### src/hdl/spi_ctrlport_pkg.sv
// SPI to control-port bridge definitions
// Frame sizes, control-port status codes, register map of the target
// and the request word with its write and read views

`default_nettype none

package spi_ctrlport_pkg;

  // Control-port widths
  localparam int ctrlport_addr_w = 20;
  localparam int ctrlport_data_w = 32;

  // ------------------------------
  // SPI frame format
  // ------------------------------
  localparam int spi_addr_w   = 15;
  localparam int frame_bytes  = 8;
  localparam int wr_req_bytes = 6;
  localparam int rd_req_bytes = 2;
  localparam int resp_bytes   = 5;
  localparam int byte_idx_w   = 3;

  // Control-port status codes
  localparam logic [1:0] sts_okay    = 2'd0;
  localparam logic [1:0] sts_cmderr  = 2'd1;
  localparam logic [1:0] sts_tserr   = 2'd2;
  localparam logic [1:0] sts_addrerr = 2'd3;

  // ------------------------------
  // Register target map
  // ------------------------------
  localparam int                         reg_count = 8;
  localparam logic [ctrlport_addr_w-1:0] id_addr   = 20'h00010;
  localparam logic [ctrlport_data_w-1:0] id_value  = 32'h5350_4331;

  // Write view, whole six-byte request
  typedef struct packed {
    logic                       wr_flag;
    logic [spi_addr_w-1:0]      addr;
    logic [ctrlport_data_w-1:0] data;
  } spi_wr_view_t;

  // Read view, request sits in the last two bytes received
  typedef struct packed {
    logic [ctrlport_data_w-1:0] unused;
    logic                       rd_flag;
    logic [spi_addr_w-1:0]      addr;
  } spi_rd_view_t;

  // Request shift register, decoded one way or the other
  typedef union packed {
    spi_wr_view_t wr;
    spi_rd_view_t rd;
  } spi_request_u;

endpackage

`default_nettype wire
### src/hdl/spi_ctrlport_top.sv
// SPI to control-port bridge with its register target
// Only the SPI pins leave the block

`timescale 1ns/1ps
`default_nettype none

module spi_ctrlport_top (
  input  logic ctrlport_clk,
  input  logic ctrlport_rst,
  input  logic sclk,
  input  logic cs_n,
  input  logic mosi,
  output logic miso
);

  import spi_ctrlport_pkg::*;

  // SPI byte interface
  logic       rx_valid;
  logic [7:0] rx_byte;
  logic       tx_required;
  logic       tx_valid;
  logic [7:0] tx_byte;
  logic       active;

  // Frame control
  logic                  frame_clear;
  logic [byte_idx_w-1:0] byte_idx;
  logic                  is_write;
  logic                  resp_window;
  logic                  provide_response;

  // ------------------------------
  // Control-port wires
  // ------------------------------
  logic                       req_wr;
  logic                       req_rd;
  logic [ctrlport_addr_w-1:0] req_addr;
  logic [ctrlport_data_w-1:0] req_data;
  logic                       resp_ack;
  logic [1:0]                 resp_status;
  logic [ctrlport_data_w-1:0] resp_data;

  spi_byte_slave u_spi_byte_slave (
    .ctrlport_clk (ctrlport_clk),
    .ctrlport_rst (ctrlport_rst),
    .sclk         (sclk),
    .cs_n         (cs_n),
    .mosi         (mosi),
    .miso         (miso),
    .rx_valid     (rx_valid),
    .rx_byte      (rx_byte),
    .tx_required  (tx_required),
    .tx_valid     (tx_valid),
    .tx_byte      (tx_byte),
    .active       (active)
  );

  spi_byte_counter u_spi_byte_counter (
    .ctrlport_clk (ctrlport_clk),
    .ctrlport_rst (ctrlport_rst),
    .frame_clear  (frame_clear),
    .rx_valid     (rx_valid),
    .byte_idx     (byte_idx)
  );

  // Read or write flag is the MSB of byte 0
  spi_frame_fsm u_spi_frame_fsm (
    .ctrlport_clk     (ctrlport_clk),
    .ctrlport_rst     (ctrlport_rst),
    .active           (active),
    .rx_valid         (rx_valid),
    .rx_msb           (rx_byte[7]),
    .byte_idx         (byte_idx),
    .tx_required      (tx_required),
    .frame_clear      (frame_clear),
    .is_write         (is_write),
    .req_wr           (req_wr),
    .req_rd           (req_rd),
    .resp_window      (resp_window),
    .provide_response (provide_response)
  );

  spi_request_assembler u_spi_request_assembler (
    .ctrlport_clk (ctrlport_clk),
    .ctrlport_rst (ctrlport_rst),
    .rx_valid     (rx_valid),
    .rx_byte      (rx_byte),
    .is_write     (is_write),
    .req_addr     (req_addr),
    .req_data     (req_data)
  );

  spi_response_shifter u_spi_response_shifter (
    .ctrlport_clk     (ctrlport_clk),
    .ctrlport_rst     (ctrlport_rst),
    .frame_clear      (frame_clear),
    .is_write         (is_write),
    .req_strobe       (req_wr | req_rd),
    .resp_window      (resp_window),
    .resp_ack         (resp_ack),
    .resp_status      (resp_status),
    .resp_data        (resp_data),
    .tx_required      (tx_required),
    .provide_response (provide_response),
    .tx_valid         (tx_valid),
    .tx_byte          (tx_byte)
  );

  ctrlport_reg_target u_ctrlport_reg_target (
    .ctrlport_clk (ctrlport_clk),
    .ctrlport_rst (ctrlport_rst),
    .req_wr       (req_wr),
    .req_rd       (req_rd),
    .req_addr     (req_addr),
    .req_data     (req_data),
    .resp_ack     (resp_ack),
    .resp_status  (resp_status),
    .resp_data    (resp_data)
  );

endmodule

`default_nettype wire

### src/hdl/ctrlport_reg_target.sv
// Control-port register target behind the SPI bridge
// Eight scratch registers plus a read-only identity word
// Acks one cycle after a strobe, unmapped addresses get no ack

`timescale 1ns/1ps
`default_nettype none

module ctrlport_reg_target (
  input  logic                                        ctrlport_clk,
  input  logic                                        ctrlport_rst,
  input  logic                                        req_wr,
  input  logic                                        req_rd,
  input  logic [spi_ctrlport_pkg::ctrlport_addr_w-1:0] req_addr,
  input  logic [spi_ctrlport_pkg::ctrlport_data_w-1:0] req_data,
  output logic                                        resp_ack,
  output logic [1:0]                                  resp_status,
  output logic [spi_ctrlport_pkg::ctrlport_data_w-1:0] resp_data
);

  import spi_ctrlport_pkg::*;

  logic [ctrlport_data_w-1:0]   scratch [reg_count];
  logic [$clog2(reg_count)-1:0] reg_sel;
  logic                         hit_scratch;
  logic                         hit_id;

  assign reg_sel     = req_addr[$clog2(reg_count)-1:0];
  assign hit_scratch = (req_addr < ctrlport_addr_w'(reg_count));
  assign hit_id      = (req_addr == id_addr);

  // ------------------------------
  // Ack and status
  // ------------------------------
  always_ff @(posedge ctrlport_clk) begin
    if (ctrlport_rst) begin
      resp_ack    <= 1'b0;
      resp_status <= sts_okay;
    end else begin
      resp_ack    <= (req_wr || req_rd) && (hit_scratch || hit_id);
      // Identity word is read-only
      resp_status <= (req_wr && hit_id) ? sts_cmderr : sts_okay;
    end
  end

  // Scratch storage and read data
  always_ff @(posedge ctrlport_clk) begin
    if (req_wr && hit_scratch) begin
      scratch[reg_sel] <= req_data;
    end
    if (req_rd && hit_scratch) begin
      resp_data <= scratch[reg_sel];
    end else if (req_rd && hit_id) begin
      resp_data <= id_value;
    end else begin
      resp_data <= '0;
    end
  end

endmodule

`default_nettype wire

### src/hdl/spi_response_shifter.sv
// Response shifter for the SPI bridge
// Loads the default CMDERR answer at the strobe, replaces it with the
// target's answer while the ack window is open, then hands one byte
// per byte start to the SPI slave

`timescale 1ns/1ps
`default_nettype none

module spi_response_shifter (
  input  logic                                        ctrlport_clk,
  input  logic                                        ctrlport_rst,
  input  logic                                        frame_clear,
  input  logic                                        is_write,
  input  logic                                        req_strobe,
  input  logic                                        resp_window,
  input  logic                                        resp_ack,
  input  logic [1:0]                                  resp_status,
  input  logic [spi_ctrlport_pkg::ctrlport_data_w-1:0] resp_data,
  input  logic                                        tx_required,
  input  logic                                        provide_response,
  output logic                                        tx_valid,
  output logic [7:0]                                  tx_byte
);

  import spi_ctrlport_pkg::*;

  logic [resp_bytes*8-1:0] resp_q;
  logic                    shift_out;

  assign shift_out = tx_required & provide_response;

  always_ff @(posedge ctrlport_clk) begin
    if (ctrlport_rst || frame_clear) begin
      resp_q <= '0;
    end else begin
      if (req_strobe) begin
        // Default answer, ack set with CMDERR and zero data
        if (is_write) begin
          // Status byte leads, data bytes unused
          resp_q <= {5'b0, 1'b1, sts_cmderr, {ctrlport_data_w{1'b0}}};
        end else begin
          // Data first, status byte closes the frame
          resp_q <= {{ctrlport_data_w{1'b0}}, 5'b0, 1'b1, sts_cmderr};
        end
      end else if (resp_window && resp_ack) begin
        if (is_write) begin
          resp_q <= {5'b0, resp_ack, resp_status, {ctrlport_data_w{1'b0}}};
        end else begin
          resp_q <= {resp_data, 5'b0, resp_ack, resp_status};
        end
      end

      // Byte handed over, move the next one to the top
      if (shift_out) begin
        resp_q <= {resp_q[(resp_bytes-1)*8-1:0], 8'h00};
      end
    end
  end

  // Answer in the same cycle as the request from the slave
  assign tx_valid = shift_out;
  assign tx_byte  = resp_q[resp_bytes*8-1 -: 8];

endmodule

`default_nettype wire

### src/hdl/spi_request_assembler.sv
// Request assembler for the SPI bridge
// Shifts received bytes into the request word and presents the
// control-port address and data through the write or read view

`timescale 1ns/1ps
`default_nettype none

module spi_request_assembler (
  input  logic                                        ctrlport_clk,
  input  logic                                        ctrlport_rst,
  input  logic                                        rx_valid,
  input  logic [7:0]                                  rx_byte,
  input  logic                                        is_write,
  output logic [spi_ctrlport_pkg::ctrlport_addr_w-1:0] req_addr,
  output logic [spi_ctrlport_pkg::ctrlport_data_w-1:0] req_data
);

  import spi_ctrlport_pkg::*;

  spi_request_u req_q;

  // Oldest byte drops off the top, newest enters at the bottom
  always_ff @(posedge ctrlport_clk) begin
    if (ctrlport_rst) begin
      req_q <= '0;
    end else if (rx_valid) begin
      req_q <= {req_q[wr_req_bytes*8-9:0], rx_byte};
    end
  end

  // ------------------------------
  // Decode
  // ------------------------------
  // Upper address bits are not carried on SPI
  assign req_addr = is_write ?
                    {{(ctrlport_addr_w - spi_addr_w){1'b0}}, req_q.wr.addr} :
                    {{(ctrlport_addr_w - spi_addr_w){1'b0}}, req_q.rd.addr};

  // Only meaningful with req_wr
  assign req_data = req_q.wr.data;

endmodule

`default_nettype wire

### src/hdl/spi_frame_fsm.sv
// Frame sequencer for the SPI bridge
// Latches read or write from byte 0, fires one control-port strobe at
// the end of the request, holds the ack window over the gap byte and
// enables the response bytes up to the end of the frame

`timescale 1ns/1ps
`default_nettype none

module spi_frame_fsm (
  input  logic                                  ctrlport_clk,
  input  logic                                  ctrlport_rst,
  input  logic                                  active,
  input  logic                                  rx_valid,
  input  logic                                  rx_msb,
  input  logic [spi_ctrlport_pkg::byte_idx_w-1:0] byte_idx,
  input  logic                                  tx_required,
  output logic                                  frame_clear,
  output logic                                  is_write,
  output logic                                  req_wr,
  output logic                                  req_rd,
  output logic                                  resp_window,
  output logic                                  provide_response
);

  import spi_ctrlport_pkg::*;

  typedef enum logic [1:0] {
    st_idle,
    st_request,
    st_gap,
    st_response
  } state_t;

  state_t state;
  logic   active_d;
  logic   frame_end;
  logic   last_req;

  // cs_n rising, seen as the fall of active
  assign frame_end = active_d & ~active;

  // Last request byte differs between write and read
  assign last_req = rx_valid &&
                    (byte_idx == (is_write ? byte_idx_w'(wr_req_bytes - 1) :
                                             byte_idx_w'(rd_req_bytes - 1)));

  // Window opens with the strobe, shuts at the first response byte
  assign resp_window      = (state == st_gap);
  assign provide_response = (state == st_gap) || (state == st_response);

  always_ff @(posedge ctrlport_clk) begin
    if (ctrlport_rst) begin
      state       <= st_idle;
      active_d    <= 1'b0;
      frame_clear <= 1'b0;
      is_write    <= 1'b0;
      req_wr      <= 1'b0;
      req_rd      <= 1'b0;
    end else begin
      active_d    <= active;
      frame_clear <= frame_end;
      // Strobes are single-cycle
      req_wr      <= 1'b0;
      req_rd      <= 1'b0;

      if (frame_end) begin
        state    <= st_idle;
        is_write <= 1'b0;
      end else begin
        case (state)
          st_idle: begin
            if (rx_valid && (byte_idx == '0)) begin
              is_write <= rx_msb;
              state    <= st_request;
            end
          end
          st_request: begin
            if (last_req) begin
              req_wr <= is_write;
              req_rd <= ~is_write;
              state  <= st_gap;
            end
          end
          // First tx_required here starts the response
          st_gap: begin
            if (tx_required) begin
              state <= st_response;
            end
          end
          default: begin
            if (rx_valid && (byte_idx == byte_idx_w'(frame_bytes - 1))) begin
              state <= st_idle;
            end
          end
        endcase
      end
    end
  end

endmodule

`default_nettype wire

### src/hdl/spi_byte_counter.sv
// Byte position counter for one SPI frame
// Counts received bytes, wraps after the last byte, cleared at frame end

`timescale 1ns/1ps
`default_nettype none

module spi_byte_counter (
  input  logic                                  ctrlport_clk,
  input  logic                                  ctrlport_rst,
  input  logic                                  frame_clear,
  input  logic                                  rx_valid,
  output logic [spi_ctrlport_pkg::byte_idx_w-1:0] byte_idx
);

  import spi_ctrlport_pkg::*;

  always_ff @(posedge ctrlport_clk) begin
    if (ctrlport_rst || frame_clear) begin
      byte_idx <= '0;
    end else if (rx_valid) begin
      // Explicit wrap, frame is exactly frame_bytes long
      if (byte_idx == byte_idx_w'(frame_bytes - 1)) begin
        byte_idx <= '0;
      end else begin
        byte_idx <= byte_idx + 1'b1;
      end
    end
  end

endmodule

`default_nettype wire

### src/hdl/spi_byte_slave.sv
// SPI mode 0 byte slave, oversampled in the control-port clock domain
// Samples mosi on sclk rise, drives miso on sclk fall, MSB first
// Asks for a transmit byte at the start of every byte of the frame

`timescale 1ns/1ps
`default_nettype none

module spi_byte_slave (
  input  logic       ctrlport_clk,
  input  logic       ctrlport_rst,
  input  logic       sclk,
  input  logic       cs_n,
  input  logic       mosi,
  output logic       miso,
  output logic       rx_valid,
  output logic [7:0] rx_byte,
  output logic       tx_required,
  input  logic       tx_valid,
  input  logic [7:0] tx_byte,
  output logic       active
);

  // Two-flop synchronizers, sclk gets a third stage for edge detect
  logic [1:0] sclk_sync;
  logic [1:0] cs_n_sync;
  logic [1:0] mosi_sync;
  logic       sclk_d;
  logic       active_d;
  logic       sclk_rise;
  logic       sclk_fall;
  logic       frame_start;
  logic       byte_done;
  logic       first_byte;
  logic [2:0] bit_cnt;
  logic [7:0] rx_shift;
  logic [7:0] tx_shift;
  logic [7:0] load_byte;

  assign active      = ~cs_n_sync[1];
  assign sclk_rise   = sclk_sync[1] & ~sclk_d;
  assign sclk_fall   = ~sclk_sync[1] & sclk_d;
  assign frame_start = active & ~active_d;
  // Eighth rise of the byte
  assign byte_done   = active & sclk_rise & (bit_cnt == 3'd7);
  // Zeros go out when the shifter has nothing to send
  assign load_byte   = tx_valid ? tx_byte : 8'h00;
  // Stable until the next sclk rise
  assign rx_byte     = rx_shift;

  always_ff @(posedge ctrlport_clk) begin
    if (ctrlport_rst) begin
      sclk_sync   <= 2'b00;
      cs_n_sync   <= 2'b11;
      mosi_sync   <= 2'b00;
      sclk_d      <= 1'b0;
      active_d    <= 1'b0;
      bit_cnt     <= 3'd0;
      rx_shift    <= 8'h00;
      rx_valid    <= 1'b0;
      tx_required <= 1'b0;
      first_byte  <= 1'b0;
      tx_shift    <= 8'h00;
      miso        <= 1'b0;
    end else begin
      sclk_sync   <= {sclk_sync[0], sclk};
      cs_n_sync   <= {cs_n_sync[0], cs_n};
      mosi_sync   <= {mosi_sync[0], mosi};
      sclk_d      <= sclk_sync[1];
      active_d    <= active;
      rx_valid    <= byte_done;
      // Byte start, either frame start or previous byte complete
      tx_required <= frame_start | byte_done;
      first_byte  <= frame_start;

      // Receive side
      if (!active) begin
        bit_cnt <= 3'd0;
      end else if (sclk_rise) begin
        bit_cnt  <= bit_cnt + 3'd1;
        rx_shift <= {rx_shift[6:0], mosi_sync[1]};
      end

      // ------------------------------
      // Transmit side
      // ------------------------------
      if (!active) begin
        miso <= 1'b0;
      end else if (tx_required) begin
        if (first_byte) begin
          // No fall before the first rise, MSB goes out right away
          miso     <= load_byte[7];
          tx_shift <= {load_byte[6:0], 1'b0};
        end else begin
          // MSB waits for the fall after the last rise
          tx_shift <= load_byte;
        end
      end else if (sclk_fall) begin
        miso     <= tx_shift[7];
        tx_shift <= {tx_shift[6:0], 1'b0};
      end
    end
  end

endmodule

`default_nettype wire

### config.mk
export PLATFORM = sky130hd
export DESIGN_NAME = spi_ctrlport_top
export DESIGN_NICKNAME = d
export VERILOG_FILES = /design/src/hdl/spi_ctrlport_pkg.sv /design/src/hdl/spi_ctrlport_top.sv /design/src/hdl/ctrlport_reg_target.sv /design/src/hdl/spi_response_shifter.sv /design/src/hdl/spi_request_assembler.sv /design/src/hdl/spi_frame_fsm.sv /design/src/hdl/spi_byte_counter.sv /design/src/hdl/spi_byte_slave.sv
export SDC_FILE = /design/constraint.sdc
export NUM_CORES = 1
export LEC_CHECK = 0
export ABC_AREA = 1
export BUFFER_PORTS_ARGS = -buffer_cell sky130_fd_sc_hd__buf_2
export CORE_UTILIZATION = 45
export CTS_CLUSTER_DIAMETER = 80
export DETAILED_ROUTE_END_ITERATION = 6
export PLACE_DENSITY = 0.68
export RECOVER_POWER = 100
export SETUP_SLACK_MARGIN = 0.05
export SYNTH_ARGS = -nofsm -noshare
export SYNTH_HDL_FRONTEND = slang
export SYNTH_SLANG_ARGS = --single-unit
### constraint.sdc
create_clock -name ctrlport_clk -period 7.1 [get_ports ctrlport_clk]
set_input_delay 2.13 -clock ctrlport_clk [delete_from_list [all_inputs] [get_ports ctrlport_clk]]
set_output_delay 2.13 -clock ctrlport_clk [all_outputs]
set_load 0.01 [all_outputs]
# Word-level counts from Yosys, hierarchy flattened
# Memory sizes are Yosys's and may differ from the RTL's.
# Index checks and enable logic that the tools add are counted.
# W data, S select, Z words.
word_totals:
  ff_bits: 162
  ram_bits: 256
  input_bits: 5
  output_inout_bits: 1
  wordCells: 108
  memories: 1
memory_table:
  columns: ["memory", "words", "word_bits", "read_ports", "rd_clocked_by_memory_dff", "wr", "line", "rtl"]
  rows:
  - ["u_ctrlport_reg_target.scratch", 8, 32, 1, 0, 1, "ctrlport_reg_target.sv:22", "logic [ctrlport_data_w-1:0] scratch [reg_count];"]
op_classes:
  addsub: 2
  magnitude_cmp: 1
  n_eq_ne: 11
  muxes: 25
  bitwise_logic: 16
  reduce_logical: 28
op_table:
  columns: ["cell", "n"]
  rows:
  - ["$mux W40", 4]
  - ["$mux W35", 1]
  - ["$mux W32", 1]
  - ["$mux W8", 4]
  - ["$mux W31", 1]
  - ["$eq A15 B5 Y1 const B", 1]
  - ["$lt A15 B4 Y1 const B", 1]
  - ["$mux W15", 1]
  - ["$logic_and A1 B1 Y1", 9]
  - ["$mux W2", 4]
  - ["$reduce_and A2 Y1", 4]
  - ["$and A1 B1 Y1", 7]
  - ["$not A1 Y1", 7]
  - ["$add A3 B1 Y3 const B", 2]
  - ["$eq A3 B3 Y1 const B", 2]
  - ["$mux W1", 6]
  - ["$mux W3", 2]
  - ["$pmux W2 S3", 1]
  - ["$reduce_or A2 Y1", 3]
  - ["$eq A2 B2 Y1 const B", 2]
  - ["$logic_or A1 B1 Y1", 4]
  - ["$ne A2 B1 Y1 const B", 2]
  - ["$ne A2 B2 Y1 const B", 2]
  - ["$reduce_and A4 Y1", 1]
  - ["9 further kinds", 11]

# Logic depth before layout (Yosys ltp)
depth:
  word_depth: 6
  mapped_depth: 13
  ltp_nobuf: 11

# Modules after synthesis
# From an unflattened synthesis, not the netlist that was laid out.
unflattened:
  hier_cells: 2069
  area_unflattened_um2: 17882.2
modules_own_cells:
  columns: ["module", "instances", "cells_each", "area_per_inst_um2"]
  rows:
  - ["ctrlport_reg_target", 1, 1123, 11733.8]
  - ["spi_request_assembler", 1, 369, 2334.7]
  - ["spi_response_shifter", 1, 302, 1899.3]
  - ["spi_byte_slave", 1, 195, 1355.0]
  - ["spi_frame_fsm", 1, 58, 405.4]
  - ["spi_byte_counter", 1, 19, 142.6]
  - ["spi_ctrlport_top", 1, 3, 11.3]

# Worst setup path after synthesis
# OpenSTA, ideal clock, no wires.
synth_timing:
  path_kind: "flip-flop to flip-flop"
  from: "register u_spi_frame_fsm.is_write"
  to: "memory u_ctrlport_reg_target.scratch[6][0] (enable)"
  setup_time_ns: 0.421
  arrival_ns: 2.572
  required_time_ns: 6.679
  slack_ns: 4.107
  path_stages_with_launch: 10
  n_path_buf: 3
  path_cell_list: "dfxtp_1 > inv_2 > buf_6 > o21ai_4 > inv_2 > buf_2 > buf_6 > nor2_1 > nand2_1 > nor2_1"
synth_between:
  elab_chain_len: 5
synth_lines:
  columns: ["element", "line", "rtl"]
  rows:
  - ["start, declared", "spi_frame_fsm.sv:18", "output logic is_write,"]
  - ["start signal, assigned", "spi_frame_fsm.sv:73", "is_write <= rx_msb;"]
  - ["$mux W15 *", "spi_request_assembler.sv:35", "assign req_addr = is_write ?"]
  - ["$lt A15 B4 Y1", "ctrlport_reg_target.sv:28", "assign hit_scratch = (req_addr < ctrlport_addr_w'(reg_count));"]
  - ["$logic_and A1 B1 Y1", "ctrlport_reg_target.sv:47", "if (req_wr && hit_scratch) begin"]
  - ["$mux W1", "ctrlport_reg_target.sv:47", null]
  - ["$mux W1 (not written as such)", "ctrlport_reg_target.sv:48", "scratch[reg_sel] <= req_data;"]
  - ["end, declared", "ctrlport_reg_target.sv:22", null]
# Mark *: on every way between the ends. The rest lies on a longest branch, timed or not.

# Worst setup path in the final report
layout_timing:
  from: "register u_spi_frame_fsm.is_write"
  to: "memory u_ctrlport_reg_target.scratch[6][5] (enable)"
# Same word-level chain as after synthesis.

==> impl_metrics.env <==
export IMPL_cp_arrival_ns=5.41
export IMPL_crit_required_ns=7.18
export IMPL_relSlewSlack_pct=-124
export IMPL_synth_top_cell_by_area="edfxtp_1"
export IMPL_synth_most_common_cell="nand2_1"
export IMPL_drtAntennaViolNets=0
export IMPL_clock_skew_ns=0.0125
export IMPL_firstDrtPassIters=6
export IMPL_tightestPinTransition_ns=3.34
export IMPL_cts_setup_buffers=0
export IMPL_slowest_stage="nor2_1"
export IMPL_cp_start_kind="register"
export IMPL_whs_path_depth=2
export IMPL_hold_violations=0
export IMPL_fillCellCount=3145
export IMPL_hpwlAfterDp_um=22500
export IMPL_num_rows=69
export IMPL_power_density_mw_per_mm2=258
export IMPL_cts_sinks=411
export IMPL_cts_max_level=2
export IMPL_period_needed_ns=5.34
export IMPL_overflow=0
export IMPL_synth_main_ff_cell="edfxtp_1"
export IMPL_ys_top_cells_by_area="edfxtp_1, dfxtp_1, nand2_1"
export IMPL_cp_common_cell="nand2_1"
export IMPL_drt_wl_total_um=38500
export IMPL_ff2ff_path_depth=6
export IMPL_cpPeakStageDelay_ns=2.22
export IMPL_antennaDiodeCount=0
export IMPL_violations="max-capacitance violations, max-slew violations"
export IMPL_nNetsFinal=1739
export IMPL_ys_ff_latch=411
export IMPL_core_area_mm2=0.0358
export IMPL_antenna_found_initial=1
export IMPL_path_max_fanout=48
export IMPL_ir_worst_vdd_mv=0.204
export IMPL_wl_per_cell_um=17.4
export IMPL_fp_dieH_um=194
export IMPL_cts_buffers=41
export IMPL_clockBufferDepth=3
export IMPL_syn_inst=1752
export IMPL_drc=0
export IMPL_clock_tree_root_cell="clkbuf_16"
export IMPL_syn_to_final_growth_pct=9.41
export IMPL_rsz0062_at_grt="false"
export IMPL_synth_top_area_share_pct=46.5
export IMPL_cap_violations=4
export IMPL_max_freq_mhz=187
export IMPL_io_buffer_count=5
export IMPL_synth_distinct_cells=35
export IMPL_grt_max_degree=76
export IMPL_hold_ws_ns=0.407
export IMPL_die_w_um=194
export IMPL_end_kind="register"
export IMPL_grtUsageTotal_pct=20.6
export IMPL_clkTransAtPathRegs_ns=0.06
export IMPL_power_leakage_nw=7.14
export IMPL_crit_path_cell_trace="inv_2 > nand2_1 > nand2_2 > buf_4 > nand2_1 > nor2_1"
export IMPL_synth_seq_area_share_pct=65.2
export IMPL_status="finished with violations"
export IMPL_ios=6
export IMPL_fin_setup_tns_ns=0
export IMPL_insertion_delay_ns=0.53
export IMPL_syn_area_mm2=0.0165
export IMPL_place_congestion=0.853
export IMPL_dieArea_mm2=0.0375
export IMPL_grt_pass1_wl_um=60800
export IMPL_syn_num_nets=1768
export IMPL_cts_tree="done"
export IMPL_avgSynthCellArea_um2=9.44
export IMPL_grt_pass1_vias=10969
export IMPL_viasPerCell=5.25
export IMPL_synth_edf_count=256
export IMPL_drtIter0Drc=1001
export IMPL_yosys_warnings=0
export IMPL_setup_viol_count_final=0
export IMPL_ctsResizeCount=0
export IMPL_worst_setup_path_type="register to register"
export IMPL_synth_common_cells="nand2_1, edfxtp_1, dfxtp_1"
export IMPL_initial_core_util_pct=46.2
export IMPL_cts_hold_fix_buffers=0
export IMPL_slew_viol_final=190
export IMPL_hp_class="register to register"
export IMPL_drive_gt1_share_pct=5.99
export IMPL_fin_crit_sh_pct=75.1
export IMPL_synthArstFlopShare_pct=0
export IMPL_dr_total_vias=11612
-- worst max-delay path: cells and delay by family, from the launching register on --
family / cells / cell delay, ns
buffers and inverters: 2 / 0.91
and+or+nand+nor: 4 / 3.41
DFF: 1 / 0.51
-- routing by layer --
| layer | vias up | GRT usage (%) | part of all wire (%) |
|---|---|---|---|
| met5 | - | 0 | 0 |
| met1 | 5511 | 27.8 | 44 |
| met4 | 0 | 7.94 | 3.7 |
| li1 | 5664 | - | - |
| met3 | 81 | 2.89 | 5.9 |
| met2 | 356 | 33.9 | 47 |
-- final timing paths --
check	from	endpoint	slack, ns
worst min-delay path	u_spi_byte_slave.sclk_sync[0]	u_spi_byte_slave.sclk_sync[1]	0.41
worst max-delay path	u_spi_frame_fsm.is_write	u_ctrlport_reg_target.scratch[6][5]	1.76
worst max register to register	u_spi_frame_fsm.is_write	u_ctrlport_reg_target.scratch[6][5]	1.76
worst min register to register	u_spi_byte_slave.sclk_sync[0]	u_spi_byte_slave.sclk_sync[1]	0.41
-- area by class of cell --
cell class / count / area, um^2 / area share, %
Sequential cell: 411 / 10800 / 59.6
Multi-Input combinational cell: 1178 / 5060 / 28.0
Clock buffer: 55 / 1130 / 6.24
Tap cell: 461 / 577 / 3.19
Inverter: 71 / 267 / 1.47
Clock inverter: 17 / 140 / 0.774
Timing Repair Buffer: 20 / 125 / 0.692
-- sequential cells by signal, summed over array words and instances (netlist names), 2 cells and up --
| signal | cells |
|---|---|
| u_spi_byte_counter.byte_idx | 3 |
| u_ctrlport_reg_target.resp_data | 32 |
| u_spi_byte_slave.sclk_sync | 2 |
| u_ctrlport_reg_target.scratch | 256 |
| u_spi_byte_slave.bit_cnt | 3 |
| u_spi_byte_slave.cs_n_sync | 2 |
| u_spi_byte_slave.tx_shift | 8 |
| u_spi_response_shifter.resp_q | 34 |
| u_spi_byte_slave.rx_byte | 8 |
| u_spi_request_assembler.req_q | 47 |
| u_spi_frame_fsm.state | 2 |
| u_spi_byte_slave.mosi_sync | 2 |
-- cells in the final DEF, fill, tap and decap left out, drive strengths merged, types with 5 or more instances in the layout --
cell type | synthesis | routed
ha | 11 | 11
nand3 | 88 | 88
nand2 | 763 | 763
clkbuf | 38 | 60
a31oi | 11 | 11
buf | 54 | 15
inv | 67 | 66
a21oi | 78 | 78
or2 | 5 | 5
nor2 | 118 | 118
nor3 | 9 | 9
edfxtp | 256 | 256
clkinv | 4 | 17
o21ai | 80 | 80
dfxtp | 155 | 155
-- stage by stage --
step	instances	instance area, um^2	setup slack, ns	utilization, %	power [W]
6_report	2213	18100	1.76	50.5	0.00467
3_5_place_dp	2141	16900	3.05	47.1	0.00266
5_1_grt	2213	18100	1.44	50.5	0.00480
3_3_place_gp	2141	16900	3.09	47.1	0.00265
4_1_cts	2213	18100	3.07	50.6	0.00470
2_1_floorplan	1752	16500	4.11	-	0.00264
-- power breakdown --
group          internal (W)  leakage [nW]  switching [W]
combinational     0.0000276          3.25      0.0000559
clock               0.00119         0.622       0.000875
sequential          0.00251          3.27     0.00000770
-- logic make-up (layout without fill, tap and decap cells) --
family                     after synthesis  in the layout  share of synthesized area, %
buffers and inverters                  163            163                          4.47
and+or+nand+nor                        989            989                          23.7
AOI/OAI and AO/OA                      178            178                          5.75
DFF                                    411            411                          65.2
adders and majority gates               11             11                         0.832
Note: power is estimated with default switching activity, not from simulation.
